**src/design/rv_isa_pkg.sv**
```systemverilog
`default_nettype none

package rv_isa_pkg;

  localparam int OPCODE_W = 7;  // inst[6:0]
  localparam int KEY_LSB  = 8;  // key is inst[31:8]

  // major opcodes seen by the predictor, everything else folds to op_other
  typedef enum logic [OPCODE_W-1:0] {
    op_other  = 7'b0000000,
    op_branch = 7'b1100011,
    op_jalr   = 7'b1100111,
    op_jal    = 7'b1101111
  } opcode_t;

endpackage

`default_nettype wire

```
**src/design/bp_pkg.sv**
```systemverilog
`default_nettype none

package bp_pkg;

  localparam int ADDR_W      = 32;
  localparam int KEY_W       = ADDR_W - rv_isa_pkg::KEY_LSB;  // 24
  localparam int BTB_INDEX_W = 10;
  localparam int BTB_TAG_W   = KEY_W - BTB_INDEX_W;  // 14
  localparam int HIST_W      = 4;
  localparam int CNT_W       = 2;

  localparam int BTB_DEPTH = 1 << BTB_INDEX_W;
  localparam int LHT_DEPTH = 1 << HIST_W;
  localparam int LPT_DEPTH = 1 << HIST_W;  // indexed by a history entry

  typedef struct packed {
    logic [BTB_TAG_W-1:0]   tag;
    logic [BTB_INDEX_W-1:0] index;
  } btb_view_t;

  typedef struct packed {
    logic [KEY_W-HIST_W-1:0] upper;
    logic [HIST_W-1:0]       index;
  } hist_view_t;

  // one key, split differently by each table
  typedef union packed {
    btb_view_t  btb;
    hist_view_t hist;
  } bp_key_u;

  typedef enum logic [1:0] {
    kind_none   = 2'd0,
    kind_cond   = 2'd1,
    kind_uncond = 2'd2
  } br_kind_t;

endpackage

`default_nettype wire

```
**src/design/bp_update_if.sv**
```systemverilog
`timescale 1ns/1ns
`default_nettype none

interface bp_update_if;
  import bp_pkg::*;

  logic              upd_valid;  // one-cycle strobe
  bp_key_u           upd_key;
  logic              upd_taken;
  logic [ADDR_W-1:0] upd_target;

  modport source (
    output upd_valid, upd_key, upd_taken, upd_target
  );

  modport sink (
    input upd_valid, upd_key, upd_taken, upd_target
  );

endinterface

`default_nettype wire

```
**src/design/local_predictor.sv**
```systemverilog
`timescale 1ns/1ns
`default_nettype none

module local_predictor (
  input  logic            clk,
  input  logic            rst,
  input  logic            lookup_en,
  input  bp_pkg::bp_key_u lookup_key,
  bp_update_if.sink       upd,
  output logic            taken
);
  import bp_pkg::*;

  localparam logic [CNT_W-1:0] CNT_MAX = {CNT_W{1'b1}};
  localparam logic [CNT_W-1:0] CNT_MIN = '0;

  logic [HIST_W-1:0] lht [LHT_DEPTH];  // local history per key
  logic [CNT_W-1:0]  lpt [LPT_DEPTH];  // 2-bit counters

  logic [HIST_W-1:0] rd_pat_idx;
  logic [HIST_W-1:0] upd_hist_idx;
  logic [HIST_W-1:0] upd_pat_idx;
  logic [CNT_W-1:0]  upd_cnt;
  logic [CNT_W-1:0]  upd_cnt_next;

  assign rd_pat_idx = lht[lookup_key.hist.index];

  always_comb
  begin
    upd_hist_idx = upd.upd_key.hist.index;
    upd_pat_idx  = lht[upd_hist_idx];
    upd_cnt      = lpt[upd_pat_idx];
    upd_cnt_next = upd_cnt;
    if (upd.upd_taken)
    begin
      if (upd_cnt != CNT_MAX)
        upd_cnt_next = upd_cnt + 1'b1;
    end
    else if (upd_cnt != CNT_MIN)
      upd_cnt_next = upd_cnt - 1'b1;
  end

  always_ff @(posedge clk or posedge rst)
  begin
    if (rst)
    begin
      for (int i = 0; i < LHT_DEPTH; i++)
        lht[i] <= '0;
      for (int j = 0; j < LPT_DEPTH; j++)
        lpt[j] <= '0;
      taken <= 1'b0;
    end
    else
    begin
      if (upd.upd_valid)
      begin
        lpt[upd_pat_idx]  <= upd_cnt_next;
        lht[upd_hist_idx] <= {upd.upd_taken, upd_pat_idx[HIST_W-1:1]};  // shift in outcome
      end
      if (lookup_en)
        taken <= lpt[rd_pat_idx][CNT_W-1];
    end
  end

endmodule

`default_nettype wire

```
**src/flat_wrapper.sv**
```systemverilog
// flat-port wrapper written by rule: the top's interface ports become plain ports
module local_predictor_flat import bp_pkg::*;
  (clk, rst, lookup_en, lookup_key, taken, upd_upd_valid, upd_upd_key, upd_upd_taken, upd_upd_target);
  bp_update_if upd_i ();
  input  logic clk;
  input  logic rst;
  input  logic lookup_en;
  input  bp_pkg::bp_key_u lookup_key;
  output logic taken;
  input wire logic [$bits(upd_i.upd_valid)-1:0] upd_upd_valid;
  input wire logic [$bits(upd_i.upd_key)-1:0] upd_upd_key;
  input wire logic [$bits(upd_i.upd_taken)-1:0] upd_upd_taken;
  input wire logic [$bits(upd_i.upd_target)-1:0] upd_upd_target;
  assign upd_i.upd_valid = upd_upd_valid;
  assign upd_i.upd_key = upd_upd_key;
  assign upd_i.upd_taken = upd_upd_taken;
  assign upd_i.upd_target = upd_upd_target;
  local_predictor u_core (.clk(clk), .rst(rst), .lookup_en(lookup_en), .lookup_key(lookup_key), .upd(upd_i), .taken(taken));
endmodule
```
**config.mk**
```make
export PLATFORM = sky130hd
export DESIGN_NAME = local_predictor_flat
export DESIGN_NICKNAME = d
export VERILOG_FILES = /design/src/design/rv_isa_pkg.sv /design/src/design/bp_pkg.sv /design/src/design/bp_update_if.sv /design/src/design/local_predictor.sv /design/src/flat_wrapper.sv
export SDC_FILE = /design/constraint.sdc
export NUM_CORES = 1
export LEC_CHECK = 0
export BUFFER_PORTS_ARGS = -buffer_cell sky130_fd_sc_hd__buf_4
export CORE_AREA = 4 4 104 106
export DETAILED_ROUTE_END_ITERATION = 8
export DIE_AREA = 0 0 108 110
export GPL_TIMING_DRIVEN = 0
export PLACE_DENSITY_LB_ADDON = 0.15
export SETUP_SLACK_MARGIN = 0.2
export SLEW_MARGIN = 5
export SYNTH_ARGS = -nofsm -noshare
export SYNTH_HDL_FRONTEND = slang
export SYNTH_SLANG_ARGS = --single-unit
```
**constraint.sdc**
```tcl
create_clock -name clk -period 3.55 [get_ports clk]
set_clock_uncertainty 0.2 [all_clocks]
set_input_delay 0.5325 -clock clk [delete_from_list [all_inputs] [get_ports clk]]
set_output_delay 0.5325 -clock clk [all_outputs]
set_load 0.01 [all_outputs]
```
* Word level (Yosys, flattened, before mapping)
Cells that the tools add are included.
Storage, ports and cells: logic and storage cells 70, flip-flop bits (word level) 97
Operators by class: $add $sub $neg 2, $lt $le $gt $ge 6, multiplexer cells 21, equality and inequality tests 1, reductions and logical operators 3, bitwise logic cells 4
Operators with widths (number):
- $bwmux 64 | 1
- $bmux 4 s4 | 2
- $bwmux 32 | 1
- $ge 5x5->1 const B | 4
- $mux 4 | 5
- $not 4->5 | 4
- $bmux 2 s4 | 2
- $demux 4 s4 | 1
- $mux 2 | 8
- $lt 5x1->1 const B | 2
- $demux 2 s4 | 1
- $add 2x1->2 const B | 1
- $logic_and 1x1->1 | 2
- $ne 2x2->1 const B | 1
- $reduce_bool 2->1 | 1
- $sub 2x1->2 const B | 1

* Logic depth before layout (Yosys ltp)
word-level depth 12, gate-level depth with buffers 14

* Worst setup path before layout
OpenSTA, ideal clock, no wires.
path type input-to-reg, from input port upd_upd_key[3], to register u_core.lpt[24] (netlist name), path buffers 3, arrival 3.284 ns, setup slack -0.058 ns, stages 11, required time 3.225 ns, path through buf_2 -> mux4_2 -> a31oi_2 -> nand2_1 -> buf_4 -> a21oi_1 -> a221oi_1 -> or4_4 -> maj3_2 -> buf_6 -> mux2_2
Between the ends: word-level cells in the longest chain between the ends 12, elaborated cells between the ends (all ways) 21, those cells by class add/sub: 2; order compare: 2; eq/ne: 1; mux: 12; bitwise: 2; reduce/logical: 2
RTL lines:
- start: declaration | line flat_wrapper.sv:11 | input wire logic [$bits(upd_i.upd_key)-1:0] upd_upd_key;
- $not 4->5 (implied by the code) (*) | line local_predictor.sv:31 | upd_pat_idx = lht[upd_hist_idx];
- $bmux 4 s4 (*) | line local_predictor.sv:31
- $mux 4 (implied by the code) (*) (2 in a row) | line local_predictor.sv:31
- $not 4->5 (implied by the code) (*) | line local_predictor.sv:32, local_predictor.sv:57
- $bmux 2 s4 | line local_predictor.sv:32 | upd_cnt = lpt[upd_pat_idx];
- $mux 2 (implied by the code) (2 in a row) | line local_predictor.sv:32
- $sub 2x1->2 (tied with other cells) | line local_predictor.sv:40 | upd_cnt_next = upd_cnt - 1'b1;
- $mux 2 (on tied branches) | line local_predictor.sv:39, local_predictor.sv:36
- $mux 2 | line local_predictor.sv:34 | if (upd.upd_taken)
- $bwmux 32 (*) | line local_predictor.sv:57 | lpt[upd_pat_idx] <= upd_cnt_next;
- end signal: indexed assignment | line local_predictor.sv:57
- end: declaration | line local_predictor.sv:18 | logic [CNT_W-1:0] lpt [LPT_DEPTH];
Mark *: on every way between the ends. The rest lies on a longest branch, timed or not. The select of a mux whose other input is x is not followed. A chain may end at the register's enable or synchronous reset.

* Worst setup path after layout
from register u_core.lht[57] (netlist name), to register u_core.lpt[9] (netlist name)
Between the ends: word-level cells in the longest chain between the ends 11, elaborated cells between the ends (all ways) 20, those cells by class add/sub: 2; order compare: 2; eq/ne: 1; mux: 12; bitwise: 1; reduce/logical: 2
RTL lines:
- start: declaration | line local_predictor.sv:17 | logic [HIST_W-1:0] lht [LHT_DEPTH];
- start signal: indexed assignment | line local_predictor.sv:58 | lht[upd_hist_idx] <= {upd.upd_taken, upd_pat_idx[HIST_W-1:1]};
- $bmux 4 s4 (*) | line local_predictor.sv:31
- $mux 4 (implied by the code) (*) (2 in a row) | line local_predictor.sv:31
- $not 4->5 (implied by the code) (*) | line local_predictor.sv:32, local_predictor.sv:57
- $bmux 2 s4 | line local_predictor.sv:32
- $mux 2 (implied by the code) (2 in a row) | line local_predictor.sv:32
- $sub 2x1->2 (tied with other cells) | line local_predictor.sv:40
- $mux 2 (on tied branches) | line local_predictor.sv:39, local_predictor.sv:36
- $mux 2 | line local_predictor.sv:34
- $bwmux 32 (*) | line local_predictor.sv:57
Marked as above.

==> results by group <==
Detailed routing
  – Metal2 WL: 6.28 mm
  – Post-Route M1 WL: 5.06 mm
  – Avg WL per Cell: 22.0 um
  – Final wirelength: 12.3 mm
  – Post-route ant nets: 0
  – Met3 WL: 684 um
  – DR top layer: met4
  – DR vias: 3559
  – DRC violations left: 0
  – First-pass detailed-route iteration total: 5
  – DR iter-0 viols: 245
  – Vias/cell: 6.33

Worst setup path
  – Worst R2R End: u_core.lpt[9]
  – Reg2Reg Setup Slack: 0.15 ns
  – Worst EP required: 3.61 ns
  – Worst R2R Path Depth: 11
  – Crit end category: flop
  – Slowest-stage cell, CP: or4_4
  – Top cell by count, worst path: buf_6
  – Crit start category: flop
  – Cell Chain, Critical Path: mux4_2 -> nor2b_4 -> a31oi_4 -> nand2_2 -> buf_6 -> mux2i_2 -> a221oi_2 -> or4_4 -> maj3_2 -> buf_6 -> mux2_4
  – CP max FO: 6
  – Worst path arrival time: 3.45 ns
  – Delay of the slowest critical-path stage: 0.53 ns
  – Crit Path Class: flop to flop
  – Reg2reg start: u_core.lht[57]

Logic synthesis
  – Synthesis-stage register bit count: 97
  – Top cell type by total area after synthesis: dfrtp_1
  – Synthesis Warnings: 0
  – Main flop type after synthesis: dfrtp_1
  – Post-synthesis net count: 481
  – Most common cell in the netlist: dfrtp_1
  – Synth Cell Area: 0.00529 sq mm
  – Top post-synthesis cells by count: dfrtp_1, mux2_2, mux4_2
  – Synth top area share: 45.9%
  – Most area-consuming cells after synthesis: dfrtp_1, mux2_2, mux4_2
  – Distinct cells, synth: 37
  – Ys async rst share: 100%
  – EDFF count, synth: 0
  – Sequential area share after synthesis: 45.9%
  – Syn_area_per_cell: 13.4 sq um
  – Mapped Cells: 396

Die
  – Core area: 0.00977 sq mm
  – Die footprint: 0.0119 sq mm
  – Die width: 108 um
  – Starting Density: 54.1%
  – Die Span Y: 110 um
  – Std cell rows: 36
  – I/O pin count: 86

GRT
  – Global-route wire length before repair: 19.9 mm
  – Tot GR Track Use: 22.7%
  – Initial antenna violation count: 0
  – GRT overflow: 0
  – Largest net degree at the start of global routing: 66
  – Vias in the first global route: 3555

STA
  – # setup viols final: 0
  – Fmax achieved: 294 MHz
  – Slew HR: 60.3%
  – Slew Limit Fails: 0
  – Final min period: 3.40 ns
  – Measured slew at the worst slew-check pin: 0.593 ns
  – Sum Neg Setup Slack: 0 ns
  – RSZ-0062 raised after global routing: true
  – Final worst-path cycle share: 95.7%
  – PnR worst setup slack: 0.154 ns
  – Final-report hold violation count: 0

Cells and area
  – Fin nets: 510
  – Number of antenna diodes: 0
  – Area Growth Syn to Fin: 12.9%
  – Share of layout cells above drive strength 1: 44.8%
  – Cell area after layout: 0.00597 sq mm

CTS
  – CTS tree: done
  – Clk slew on worst S/H paths: 0.09 ns
  – H-tree levels: 3
  – CTS buffer count: 9
  – Clock root buffer: clkbuf_8
  – Clk_lat worst skew: 0.38 ns
  – CTS Buffer Depth: 2
  – Sink Count: 97

Min path
  – Worst Hold End: u_core.taken
  – Min-delay worst type: primary input to flop
  – Hold depth: 2
  – HP Start: lookup_en

Placed design
  – Hpwl dp: 9.11 mm
  – PortBufs: 6
  – Post-Place Setup Slack: -0.320 ns
  – Dpl cell area: 0.00561 sq mm
  – Routability Congestion: 0.870

Power and ir drop
  – Leak Pwr: 2.55 nW
  – Worst VDD drop: 0.400 mV
  – Power density cells: 645 mW/mm^2

Status
  – Outcome: complete, no violations

Job
  – MaxCap Viol Count: 0
-- cell type report --
cell class | instances | area [sq um]
clock buffers | 13 | 159
well taps | 133 | 166
repair buffers | 18 | 173
inverters | 3 | 13.8
plain buffers | 32 | 239
clock inverters | 2 | 37.5
multi-input cells | 264 | 2760
fillers | 797 | 3800
flip-flops and latches | 97 | 2430
-- placed cells by master, fill, tap and decap left out, types with 5 or more instances in the layout --
master / n
nor2_1: 18
dfrtp_1: 97
buf_4: 16
mux2_4: 6
mux4_2: 37
mux2_2: 85
nand3_1: 8
buf_6: 8
a211oi_1: 9
nor2b_1: 5
or3_1: 7
mux2i_1: 12
o21ai_0: 7
buf_2: 5
nand2b_1: 6
nand2_1: 21
clkbuf_8: 12
clkbuf_1: 14
a21oi_1: 8
-- power by group --
group          internal, mW  leakage [nW]  total (mW)  switching [mW]
clock network         0.361        0.0957       0.724           0.363
registers              1.42          1.27        1.66           0.238
logic                 0.796          1.18        1.47           0.669
total                  2.58          2.55        3.85            1.27
-- metal layers --
layer	global-route usage (%)	vias up
li1	-	1541
met1	29.3	1855
met5	0	-
met2	37.7	134
met3	5.71	29
met4	8.30	0
-- flip-flops by register name, summed over array words and instances (netlist names) --
register	cells
u_core.taken	1
u_core.lht	64
u_core.lpt	32
-- what timing repair did --
item | in CTS | in global routing
endpoints found under the setup margin | 32 | 33
pin swaps | 4 | 8
buffers inserted | 6 | 3
endpoints found under the hold margin | 32 | 0
gates cloned | 0 | 1
hold buffers | 1 | 0
gates resized for setup | 17 | 12
-- worst max-delay path by stage --
stage                         from        endpoint  slack [ns]  depth (start not counted)
floorplan           upd_upd_key[1]  u_core.lpt[24]        0.07                         10
global placement               rst  u_core.lht[19]       -0.79                          2
finish              u_core.lht[57]   u_core.lpt[9]        0.15                         11
detailed placement  upd_upd_key[3]   u_core.lpt[2]       -0.32                         14
global route         u_core.lht[0]  u_core.lpt[11]        0.06                         10
CTS                 u_core.lht[57]  u_core.lpt[11]        0.13                         11
-- cell families after synthesis --
kind of cell	after synthesis	synth area share [%]
and+or+nand+nor	84	8.02
DFF	97	45.9
AOI/OAI and AO/OA	37	4.73
adders and majority gates	2	0.426
buffers and inverters	35	3.38
muxes	141	37.6
-- metrics by stage --
step / util, % / cells / hold slack, ns / power (mW)
floorplan: - / 396 / 0.261 / 2.64
CTS: 60.6 / 558 / 0.174 / 3.84
global placement: 57.1 / 535 / 0.282 / 2.97
global route: 61.1 / 562 / 0.178 / 4.08
finish: 61.1 / 562 / 0.197 / 3.85
detailed placement: 57.4 / 536 / 0.289 / 3.01
-- critical path: cells and delay by family, from the launching register on --
| family | cells | cell delay [ns] |
|---|---|---|
| flops | 1 | 0.41 |
| buf+inv | 2 | 0.29 |
| fa+ha+maj | 1 | 0.36 |
| mux | 3 | 0.89 |
| simple gates | 3 | 0.79 |
| compound gates | 2 | 0.33 |
(Power assumes the default switching activity.)
