## src/design/rv_isa_pkg.sv

```systemverilog
`default_nettype none

package rv_isa_pkg;

  localparam int OPCODE_W = 7;  // inst[6:0]
  localparam int KEY_LSB  = 8;  // key is inst[31:8]

  // major opcodes seen by the predictor, everything else folds to op_other
  typedef enum logic [OPCODE_W-1:0] {
    op_other  = 7'b0000000,
    op_branch = 7'b1100011,
    op_jalr   = 7'b1100111,
    op_jal    = 7'b1101111
  } opcode_t;

endpackage

`default_nettype wire

```

## src/design/bp_pkg.sv

```systemverilog
`default_nettype none

package bp_pkg;

  localparam int ADDR_W      = 32;
  localparam int KEY_W       = ADDR_W - rv_isa_pkg::KEY_LSB;  // 24
  localparam int BTB_INDEX_W = 10;
  localparam int BTB_TAG_W   = KEY_W - BTB_INDEX_W;  // 14
  localparam int HIST_W      = 4;
  localparam int CNT_W       = 2;

  localparam int BTB_DEPTH = 1 << BTB_INDEX_W;
  localparam int LHT_DEPTH = 1 << HIST_W;
  localparam int LPT_DEPTH = 1 << HIST_W;  // indexed by a history entry

  typedef struct packed {
    logic [BTB_TAG_W-1:0]   tag;
    logic [BTB_INDEX_W-1:0] index;
  } btb_view_t;

  typedef struct packed {
    logic [KEY_W-HIST_W-1:0] upper;
    logic [HIST_W-1:0]       index;
  } hist_view_t;

  // one key, split differently by each table
  typedef union packed {
    btb_view_t  btb;
    hist_view_t hist;
  } bp_key_u;

  typedef enum logic [1:0] {
    kind_none   = 2'd0,
    kind_cond   = 2'd1,
    kind_uncond = 2'd2
  } br_kind_t;

endpackage

`default_nettype wire

```

## src/design/bp_update_if.sv

```systemverilog
`timescale 1ns/1ns
`default_nettype none

interface bp_update_if;
  import bp_pkg::*;

  logic              upd_valid;  // one-cycle strobe
  bp_key_u           upd_key;
  logic              upd_taken;
  logic [ADDR_W-1:0] upd_target;

  modport source (
    output upd_valid, upd_key, upd_taken, upd_target
  );

  modport sink (
    input upd_valid, upd_key, upd_taken, upd_target
  );

endinterface

`default_nettype wire

```

## src/design/bp_control.sv

```systemverilog
`timescale 1ns/1ns
`default_nettype none

module bp_control (
  input  logic                      clk,
  input  logic                      rst,
  input  logic                      lookup_valid,
  input  logic [bp_pkg::ADDR_W-1:0] lookup_instr,
  input  logic                      resolve_valid,
  input  logic [bp_pkg::ADDR_W-1:0] resolve_instr,
  input  logic                      resolve_taken,
  input  logic [bp_pkg::ADDR_W-1:0] resolve_target,
  output logic                      lookup_en,
  output bp_pkg::bp_key_u           lookup_key,
  input  logic                      btb_hit,
  input  logic [bp_pkg::ADDR_W-1:0] btb_target,
  input  logic                      cnt_taken,
  output logic                      pred_valid,
  output logic                      pred_taken,
  output logic [bp_pkg::ADDR_W-1:0] pred_target,
  bp_update_if.source               upd
);
  import rv_isa_pkg::*;
  import bp_pkg::*;

  br_kind_t lookup_kind;
  br_kind_t resolve_kind;
  br_kind_t kind_q;  // kind of the lookup now being answered

  function automatic br_kind_t classify(input logic [ADDR_W-1:0] instr);
    opcode_t op;
    op = opcode_t'(instr[OPCODE_W-1:0]);
    case (op)
      op_branch:       return kind_cond;
      op_jal, op_jalr: return kind_uncond;
      default:         return kind_none;
    endcase
  endfunction

  assign lookup_kind  = lookup_valid ? classify(lookup_instr) : kind_none;
  assign resolve_kind = resolve_valid ? classify(resolve_instr) : kind_none;

  assign lookup_en  = (lookup_kind != kind_none);
  assign lookup_key = lookup_instr[ADDR_W-1:KEY_LSB];

  // resolve path goes straight to both tables
  assign upd.upd_valid  = (resolve_kind != kind_none);
  assign upd.upd_key    = resolve_instr[ADDR_W-1:KEY_LSB];
  assign upd.upd_taken  = resolve_taken;
  assign upd.upd_target = resolve_target;

  always_ff @(posedge clk or posedge rst)
  begin
    if (rst)
      kind_q <= kind_none;
    else
      kind_q <= lookup_kind;  // lines up with table read latency
  end

  always_comb
  begin
    case (kind_q)
      kind_uncond: pred_taken = btb_hit;
      kind_cond:   pred_taken = btb_hit & cnt_taken;
      default:     pred_taken = 1'b0;
    endcase
  end

  assign pred_valid  = (kind_q != kind_none);
  assign pred_target = pred_taken ? btb_target : '0;

endmodule

`default_nettype wire

```

## src/flat_wrapper.sv

```systemverilog
// flat-port wrapper written by rule: the top's interface ports become plain ports
module bp_control_flat import rv_isa_pkg::*; import bp_pkg::*;
  (clk, rst, lookup_valid, lookup_instr, resolve_valid, resolve_instr, resolve_taken, resolve_target, lookup_en, lookup_key, btb_hit, btb_target, cnt_taken, pred_valid, pred_taken, pred_target, upd_upd_valid, upd_upd_key, upd_upd_taken, upd_upd_target);
  bp_update_if upd_i ();
  input  logic clk;
  input  logic rst;
  input  logic lookup_valid;
  input  logic [bp_pkg::ADDR_W-1:0] lookup_instr;
  input  logic resolve_valid;
  input  logic [bp_pkg::ADDR_W-1:0] resolve_instr;
  input  logic resolve_taken;
  input  logic [bp_pkg::ADDR_W-1:0] resolve_target;
  output logic lookup_en;
  output bp_pkg::bp_key_u lookup_key;
  input  logic btb_hit;
  input  logic [bp_pkg::ADDR_W-1:0] btb_target;
  input  logic cnt_taken;
  output logic pred_valid;
  output logic pred_taken;
  output logic [bp_pkg::ADDR_W-1:0] pred_target;
  output wire logic [$bits(upd_i.upd_valid)-1:0] upd_upd_valid;
  output wire logic [$bits(upd_i.upd_key)-1:0] upd_upd_key;
  output wire logic [$bits(upd_i.upd_taken)-1:0] upd_upd_taken;
  output wire logic [$bits(upd_i.upd_target)-1:0] upd_upd_target;
  assign upd_upd_valid = upd_i.upd_valid;
  assign upd_upd_key = upd_i.upd_key;
  assign upd_upd_taken = upd_i.upd_taken;
  assign upd_upd_target = upd_i.upd_target;
  bp_control u_core (.clk(clk), .rst(rst), .lookup_valid(lookup_valid), .lookup_instr(lookup_instr), .resolve_valid(resolve_valid), .resolve_instr(resolve_instr), .resolve_taken(resolve_taken), .resolve_target(resolve_target), .lookup_en(lookup_en), .lookup_key(lookup_key), .btb_hit(btb_hit), .btb_target(btb_target), .cnt_taken(cnt_taken), .pred_valid(pred_valid), .pred_taken(pred_taken), .pred_target(pred_target), .upd(upd_i));
endmodule
```

## config.mk

```make
export PLATFORM = sky130hd
export DESIGN_NAME = bp_control_flat
export DESIGN_NICKNAME = d
export VERILOG_FILES = /design/src/design/rv_isa_pkg.sv /design/src/design/bp_pkg.sv /design/src/design/bp_update_if.sv /design/src/design/bp_control.sv /design/src/flat_wrapper.sv
export SDC_FILE = /design/constraint.sdc
export NUM_CORES = 1
export LEC_CHECK = 0
export BUFFER_PORTS_ARGS = -buffer_cell sky130_fd_sc_hd__buf_2
export CAP_MARGIN = 40
export CORE_AREA = 2 2 99 101
export CTS_BUF_LIST = sky130_fd_sc_hd__clkbuf_4 sky130_fd_sc_hd__clkbuf_8
export DETAILED_ROUTE_END_ITERATION = 12
export DIE_AREA = 0 0 101 103
export HOLD_SLACK_MARGIN = 0.1
export SLEW_MARGIN = 25
export SYNTH_ARGS = -nofsm -noshare
export SYNTH_HDL_FRONTEND = slang
export SYNTH_SLANG_ARGS = --single-unit
```

## constraint.sdc

```tcl
create_clock -name clk -period 2.3 [get_ports clk]
set_clock_uncertainty 0.05 [all_clocks]
set_input_delay 0.46 -clock clk [delete_from_list [all_inputs] [get_ports clk]]
set_output_delay 0.46 -clock clk [all_outputs]
set_load 0.01 [all_outputs]
```

---- Yosys cells after proc, flatten, opt, wreduce, memory -nomap -nowiden ----
Index checks and enable logic that the tools add are counted.
word-level totals
  output and inout bits ................... 117
  logic and storage cells ................. 21
  bits in registers ....................... 2
  bits of input ports ..................... 135
cells by class
  mux-type cells .......................... 6
  equality and inequality tests ........... 8
  reduce and logical (&&, ||, !) cells .... 5
  bitwise gates (word level) .............. 1
operator list
  kind                  number
  $eq A7 B7 Y1 const B  6
  $mux W32              1
  $pmux W2 S2           2
  $reduce_bool A2 Y1    3
  $mux W2               2
  $reduce_or A2 Y1      2
  $eq A2 B1 Y1 const B  1
  $eq A2 B2 Y1 const B  1
  $pmux W1 S2           1
  $and A1 B1 Y1         1

---- Logic depth before layout (Yosys ltp) ----
Gate-level depths: netlist (run 1).
  depth after elaboration ................. 5
  gate-level depth with buffers ........... 5
  mapped depth without buffers ............ 4

---- Worst setup path after synthesis (run 1) ----
Ideal clock, no wire load.
  kind .................................... register to output
  from .................................... reg u_core.kind_q[0]
  to ...................................... out pred_target[10] (netlist name)
  setup slack ............................. 641 ps
  required time ........................... 1790 ps
  cell stages (with the launch flop) ...... 6
  data arrival time ....................... 1149 ps
  cell sequence ........................... dfrtp_1 > inv_1 > ha_1 > and2_1 > buf_2 > and3_1
on the way
  word-level cells in the longest chain between the ends .. 3
  elaborated cells on any way between the ends .. 4
  those cells by class .................... eq/ne (2); mux (2)
RTL lines
  element                                       line                source
  from (decl)                                   bp_control.sv:28    br_kind_t kind_q;
  from (signal assigned)                        bp_control.sv:55    kind_q <= kind_none;
  from (signal assigned)                        bp_control.sv:57    kind_q <= lookup_kind;
  $eq A2 B1 Y1 or $eq A2 B2 Y1 (tied branches)  bp_control.sv:62    case (kind_q)
  $pmux W1 S2 *                                 bp_control.sv:62
  $mux W32 *                                    bp_control.sv:70    assign pred_target = pred_taken ? btb_target : '0;
  to (decl)                                     flat_wrapper.sv:20  output logic [bp_pkg::ADDR_W-1:0] pred_target;
Mark *: on every way between the ends. The rest lies on a longest branch, timed or not.

---- Worst setup path after layout (run 1) ----
  from .................................... reg u_core.kind_q[0]
  to ...................................... out pred_target[3] (netlist name)
The elaborated chain is that of the path after synthesis.

==> results of run 1 <==
-- cells in the mapped netlist --
library cell	count	area, um2
buf_4	81	608
and3_1	29	181
inv_1	4	15.0
and3_2	3	22.5
buf_2	3	15.0
buf_6	3	33.8
ha_1	3	37.5
and2_1	2	12.5
dfrtp_1	2	50.1
nand2_1	2	7.51
nand4b_1	2	17.5
nor2b_1	2	12.5
nor3_1	2	10.0
a21o_4	1	15.0
nand3_1	1	5.00
nor2_1	1	3.75
nor4_1	1	6.26
-- power breakdown --
group	leakage, nW	switching [W]	internal [W]	total [W]
Sequential	0.0279	0.0000000746	0.0000356	0.0000357
Clock	0.0216	0.0000257	0.000110	0.000136
Combinational	0.661	0.0000158	0.0000345	0.0000503
Total	0.710	0.0000415	0.000181	0.000222
-- worst max-delay path by stage --
| stage | from | end | slack (ns) |
|---|---|---|---|
| 5_1_grt | u_core.kind_q[0] | pred_target[31] | 0.03 |
| 3_5_place_dp | u_core.kind_q[0] | pred_target[31] | 0.09 |
| 4_1_cts | u_core.kind_q[0] | pred_target[3] | 0.14 |
| 6_report | u_core.kind_q[0] | pred_target[3] | 0.15 |
| 3_3_place_gp | u_core.kind_q[0] | pred_target[27] | 0.17 |
| 2_1_floorplan | u_core.kind_q[0] | pred_target[10] | 0.64 |
-- what timing repair did --
item                                    CTS  global route
buffers inserted                          0             0
endpoints found under the setup margin   33             0
hold buffers                              1             0
gates resized for setup                   1             0
hold endpoints to repair                  2             0
-- per-stage QoR --
step	hold WS [ns]	power [W]	setup WS (ns)	cell area, um2
3_5_place_dp	0.264	0.0000855	0.0942	975
3_3_place_gp	0.266	0.0000843	0.169	975
6_report	0.418	0.000222	0.153	1030
5_1_grt	0.430	0.000239	0.0250	1030
2_1_floorplan	0.151	0.000189	0.641	1050
4_1_cts	0.424	0.000229	0.138	1030
-- kinds of logic after synthesis --
family,after synthesis
adders and majority gates,3
AOI/OAI and AO/OA,1
DFF,2
buffers and inverters,91
and+or+nand+nor,45
-- final cells by class --
cell class	count	area [um2]	area share, %
inverters	4	15.0	1.46
well taps	114	143	13.9
flip-flops and latches	2	50.0	4.87
repair buffers	88	445	43.4
clock buffers	3	41.3	4.02
multi-input cells	49	333	32.4
-- per-layer routing --
| metal | part of all wire (%) | up-vias | global-route usage, % | wire [um] |
|---|---|---|---|---|
| li1 | - | 387 | - | - |
| met1 | 30 | 351 | 2.58 | 779 |
| met2 | 43 | 101 | 7.90 | 1110 |
| met3 | 18 | 26 | 3.05 | 481 |
| met4 | 9.1 | 0 | 6.24 | 238 |
| met5 | 0 | - | 0 | 0 |
-- worst max-delay path, cell delays in order (launching register included) --
cell and delay, ns:
dfrtp_1 0.33, inv_1 0.06, ha_1 0.26, and2_2 0.39
and3_1 0.24, buf_2 0.13
==> impl_results.md, run 1 <==
- Synth Area in Adders: 3.56%
- Final core utilization: 10.9%
- Yosys Warn Count: 0
- Largest reg by FF count: u_core.kind_q
- Final cell count without fillers: 260
- Number of flip-flops in the largest register: 2
- Syn Std Cell Area: 1050 um2
- Die area: 10,400 um2
- Initial drt markers: 8
- # nets final: 286
- Hold/Removal Path Class: input port to flop
- Hold Path Stages: 2
- Port bufs: 87
- Post-synth cell types: 17
- Setup TNS: 0 ns
- Peak supply drop: 90.5 uV
- Crit Path Category: flop to output port
- Tcrit/Tclk final: 93.3%
- Worst setup EP type: output port
- Die X: 101 um
- Hold Path End: u_core.kind_q[0]
- Total CTS buffers: 3
- Worst-margin pin slew: 0.505 ns
- Core box area: 9460 um2
- Root Buffer: clkbuf_8
- Status: complete, no violations
- Fmax: 466 MHz
- Avg Vias per Cell: 3.33
- CTS tree: done
- Ant. Diodes: 0
- HP Start: lookup_instr[3]
- Syn_nets: 280
- Clock-pin transition on the worst setup and hold timing paths: 0.03 ns
- Pins Over Slew Limit: 0
- Final min period: 2.15 ns
- Fillers: 1,105
- Seq/Total Area, Yosys: 4.75%
- Area fraction in compound gates after synthesis: 1.43%
- CP Data Required Time: 1.79 ns
- Synth Area in Simple Gates: 26.5%
- Antenna-violating nets left: 0
- IO Pins: 252
- Leak: 0.710 nW
- Commonest non-fill, non-tap cell in the layout: buf_2
- Final hold violations: 0
- Final-report setup violation count: 0
- Clk sinks: 2
- RSZ-0062 raised after global routing: no
- H-tree levels: 1
- Syn Inst Count: 142
- Global route overflow: 0
- Mux cell area share after synthesis: 0%
- Worst-path fanout max: 33
- Hpwl dp: 2.26 mm
- Synth Register Bits: 2
- Gpl congestion: 0.615
- Post-Place Cells: 256
- Pre-Repair DR Iteration Count: 4
- Relative slew margins: 66.0%
- GRT Overall Usage: 4.57%
- Max Buffers Root-to-Sink: 2
- Initial antenna violation count: 0
- Largest net degree at the start of global routing: 34
- # Max-Cap Violations: 0
- Via Count: 865
- Area Growth Syn to Fin: -2.49%
- DR WL/cell: 10.1 um
- WP data arrival: 1.64 ns
- First-pass GRT wire length: 3.33 mm
- Most frequent cells in the layout: buf_2 (87), and3_1 (29), inv_1 (4)
- Initial Util: 11.1%
- Vias in the first global route: 776
- Total Wirelength: 2.61 mm
- DRC: 0
- XOR/XNOR Fraction of Synth Area: 0%
- FP Rows: 36
- Power per cell area: 216 nW/um2
- Share of layout cells above drive strength 1: 65.1%
- Largest family of logic cells by synthesized area: buffers and inverters
- Kind of launch point of the worst setup path: flop
- Die Ht: 103 um
- Regs by FF count: u_core.kind_q x2
- Synthesized area per cell: 7.42 um2
No activity file was read; power rests on OpenSTA's default activity.
==> run 2: changes to the inputs <==
--- a/config.mk
+++ b/config.mk
@@ -7,10 +7,9 @@
 export LEC_CHECK = 0
 export BUFFER_PORTS_ARGS = -buffer_cell sky130_fd_sc_hd__buf_2
 export CAP_MARGIN = 40
-export CORE_AREA = 2 2 99 101
-export CTS_BUF_LIST = sky130_fd_sc_hd__clkbuf_4 sky130_fd_sc_hd__clkbuf_8
+export CORE_AREA = 2 2 98 100
 export DETAILED_ROUTE_END_ITERATION = 12
-export DIE_AREA = 0 0 101 103
+export DIE_AREA = 0 0 100 102
 export HOLD_SLACK_MARGIN = 0.1
 export SLEW_MARGIN = 25
 export SYNTH_ARGS = -nofsm -noshare
==> run 2 against run 1 <==
Effect of this change:
- combinational power is essentially flat
- sequential share of layout area is essentially flat
- critical endpoint is now pred_target[27]
- sequential power is essentially flat
- highest routed layer unchanged
- clock power is essentially flat
- cell count shrank 1.2%
==> impl_results.md, run 2 (synthesized netlist as in run 1, its figures left out) <==
- Number of flip-flops in the largest register: 2 (unchanged)
- Power, Total: 0.000225 W (+1.1%)
- Hpwl dp: 2.16 mm (-4.4%)
- DR WL/cell: 9.97 um (-0.85%)
- Area Growth Syn to Fin: -2.73%
- # nets final: 286 (unchanged)
- Initial drt markers: 16 (+8)
- Total CTS buffers: 3 (unchanged)
- Ant. Diodes: 0 (unchanged)
- Vias in the first global route: 842 (+8.5%)
- DR top layer: met4
- Initial antenna violation count: 0 (unchanged)
- Final-report setup violation count: 0 (unchanged)
- Fillers: 1,045 (-5.4%)
- WL met2: 1.17 mm (+4.6%)
- Commonest non-fill, non-tap cell in the layout: buf_2
- Via Count: 878 (+1.5%)
- Switching Share: 19.5% (+0.79 points)
- Die area: 10,200 um2 (-2.0%)
- Die Ht: 102 um (-0.97%)
- Initial Util: 11.6% (+0.43 points)
- RSZ-0062 raised after global routing: no
- Kind of launch point of the worst setup path: flop
- Antenna-violating nets left: 0 (unchanged)
- Pint: 0.000181 W (+0.16%)
- Root Buffer: clkbuf_8
- Clk sinks: 2 (unchanged)
- Hold/Removal Path Class: input port to flop
- CP Data Required Time: 1.79 ns (about the same)
- DRC: 0 (unchanged)
- Crit Path Category: flop to output port
- WP data arrival: 1.54 ns (-0.10 ns)
- Total length of routed met3 wires: 486 um (+1.0%)
- Gpl congestion: 0.667 (+8.5%)
- Die X: 100 um (-0.99%)
- IO Pins: 252 (unchanged)
- Max Buffers Root-to-Sink: 2 (unchanged)
- Clock-pin transition on the worst setup and hold timing paths: 0.03 ns (about the same)
- Peak supply drop: 95.9 uV (+5.9%)
- Global route overflow: 0 (unchanged)
- H-tree levels: 1 (unchanged)
- Power per cell area: 219 nW/um2 (+1.4%)
- Pre-Repair DR Iteration Count: 4 (unchanged)
- Final hold violations: 0 (unchanged)
- Largest reg by FF count: u_core.kind_q
- Tcrit/Tclk final: 89.3% (-4.0 points)
- Storage cell area: 50.0 um2 (unchanged)
- Most frequent cells in the layout: buf_2 (87), and3_1 (29), inv_1 (4)
- Seq pwr share: 15.9% (-0.2 points)
- Avg Vias per Cell: 3.42 (+2.7%)
- Fmax: 487 MHz (+4.5%)
- Relative slew margins: 82.9% (+17 points)
- FP Rows: 35 (-2.8%)
- Clock power frac: 61.5% (+0.2 points)
- Total Wirelength: 2.56 mm (-2.0%)
- Worst setup EP type: output port
- P_sw: 0.0000437 W (+5.4%)
- # Max-Cap Violations: 0 (unchanged)
- Regs by FF count: u_core.kind_q x2
- CTS tree: done
- GRT Overall Usage: 4.48% (-0.084 points)
- Status: complete, no violations
- Combinational fraction of design power: 22.5% (about the same)
- First-pass GRT wire length: 3.57 mm (+7.1%)
- M1 WL: 699 um (-10%)
- Setup TNS: 0 ns (unchanged)
- Worst-path fanout max: 33 (unchanged)
- Leak: 0.711 nW (about the same)
- Final min period: 2.05 ns (-0.0929 ns)
- Core box area: 9110 um2 (-3.7%)
- Area of the multi-input gates: 334 um2 (+0.38%)
- Largest net degree at the start of global routing: 34 (unchanged)
- Port bufs: 87 (unchanged)
- Worst-margin pin slew: 0.254 ns (-0.251 ns)
- Share of layout cells above drive strength 1: 65.1% (unchanged)
- Pins Over Slew Limit: 0 (unchanged)
==> run 2: power by group through the flow <==
stage / clock (W) / combinational [W] / sequential [W]
global route: 0.000150 / 0.0000563 / 0.0000358
CTS: 0.000145 / 0.0000511 / 0.0000358
floorplan: 0 / 0.000153 / 0.0000360
finish: 0.000138 / 0.0000506 / 0.0000358
global placement: 0 / 0.0000480 / 0.0000361
detailed placement: 0 / 0.0000494 / 0.0000361
==> run 2: what timing repair did <==
item                                   CTS  global route
endpoints found under the hold margin    2             0
resized for setup                        1             1
setup endpoints to repair               33            26
gates cloned                             0             0
hold buffers                             1             0
setup buffers                            0             0
==> run 2: layout make-up <==
cell class,count,share of cell area [%]
tap,111,13.6
inverter,4,1.47
sequential,2,4.88
multi-input combinational,49,32.6
clock buffer,3,4.03
timing repair buffer,88,43.5
==> run 2: layer usage <==
layer,GRT usage (%),vias to the layer above
li1,-,386
met1,2.17,365
met2,8.06,95
met3,3.49,32
met4,5.69,0
met5,0,-
==> run 2: final timing paths <==
| kind | from | endpoint | slack [ns] | cells after the start |
|---|---|---|---|---|
| min | lookup_instr[3] | u_core.kind_q[0] | 0.38 | 2 |
| min in group asynchronous | rst | u_core.kind_q[1] | 0.59 | 3 |
| max | u_core.kind_q[1] | pred_target[27] | 0.25 | 5 |
| max in group asynchronous | rst | u_core.kind_q[0] | 1.50 | 3 |
==> run 2: through the flow <==
stage                     setup WS (ns)  utilization [%]  area, um2  cells  hold slack (ns)
after floorplan                   0.641                -       1050    142            0.151
after global placement            0.108             10.7        971    253            0.257
after detailed placement         0.0409             10.7        971    253            0.259
after CTS                        0.0878             11.2       1020    257            0.373
after global routing              0.123             11.3       1020    257            0.373
final                             0.246             11.3       1020    257            0.378
==> run 2: worst max-delay path, stage by stage (launching register included) <==
cell and delay, ns:
dfrtp_1 0.37, inv_1 0.08, ha_1 0.27, and2_4 0.27, and3_2 0.21, buf_2 0.12
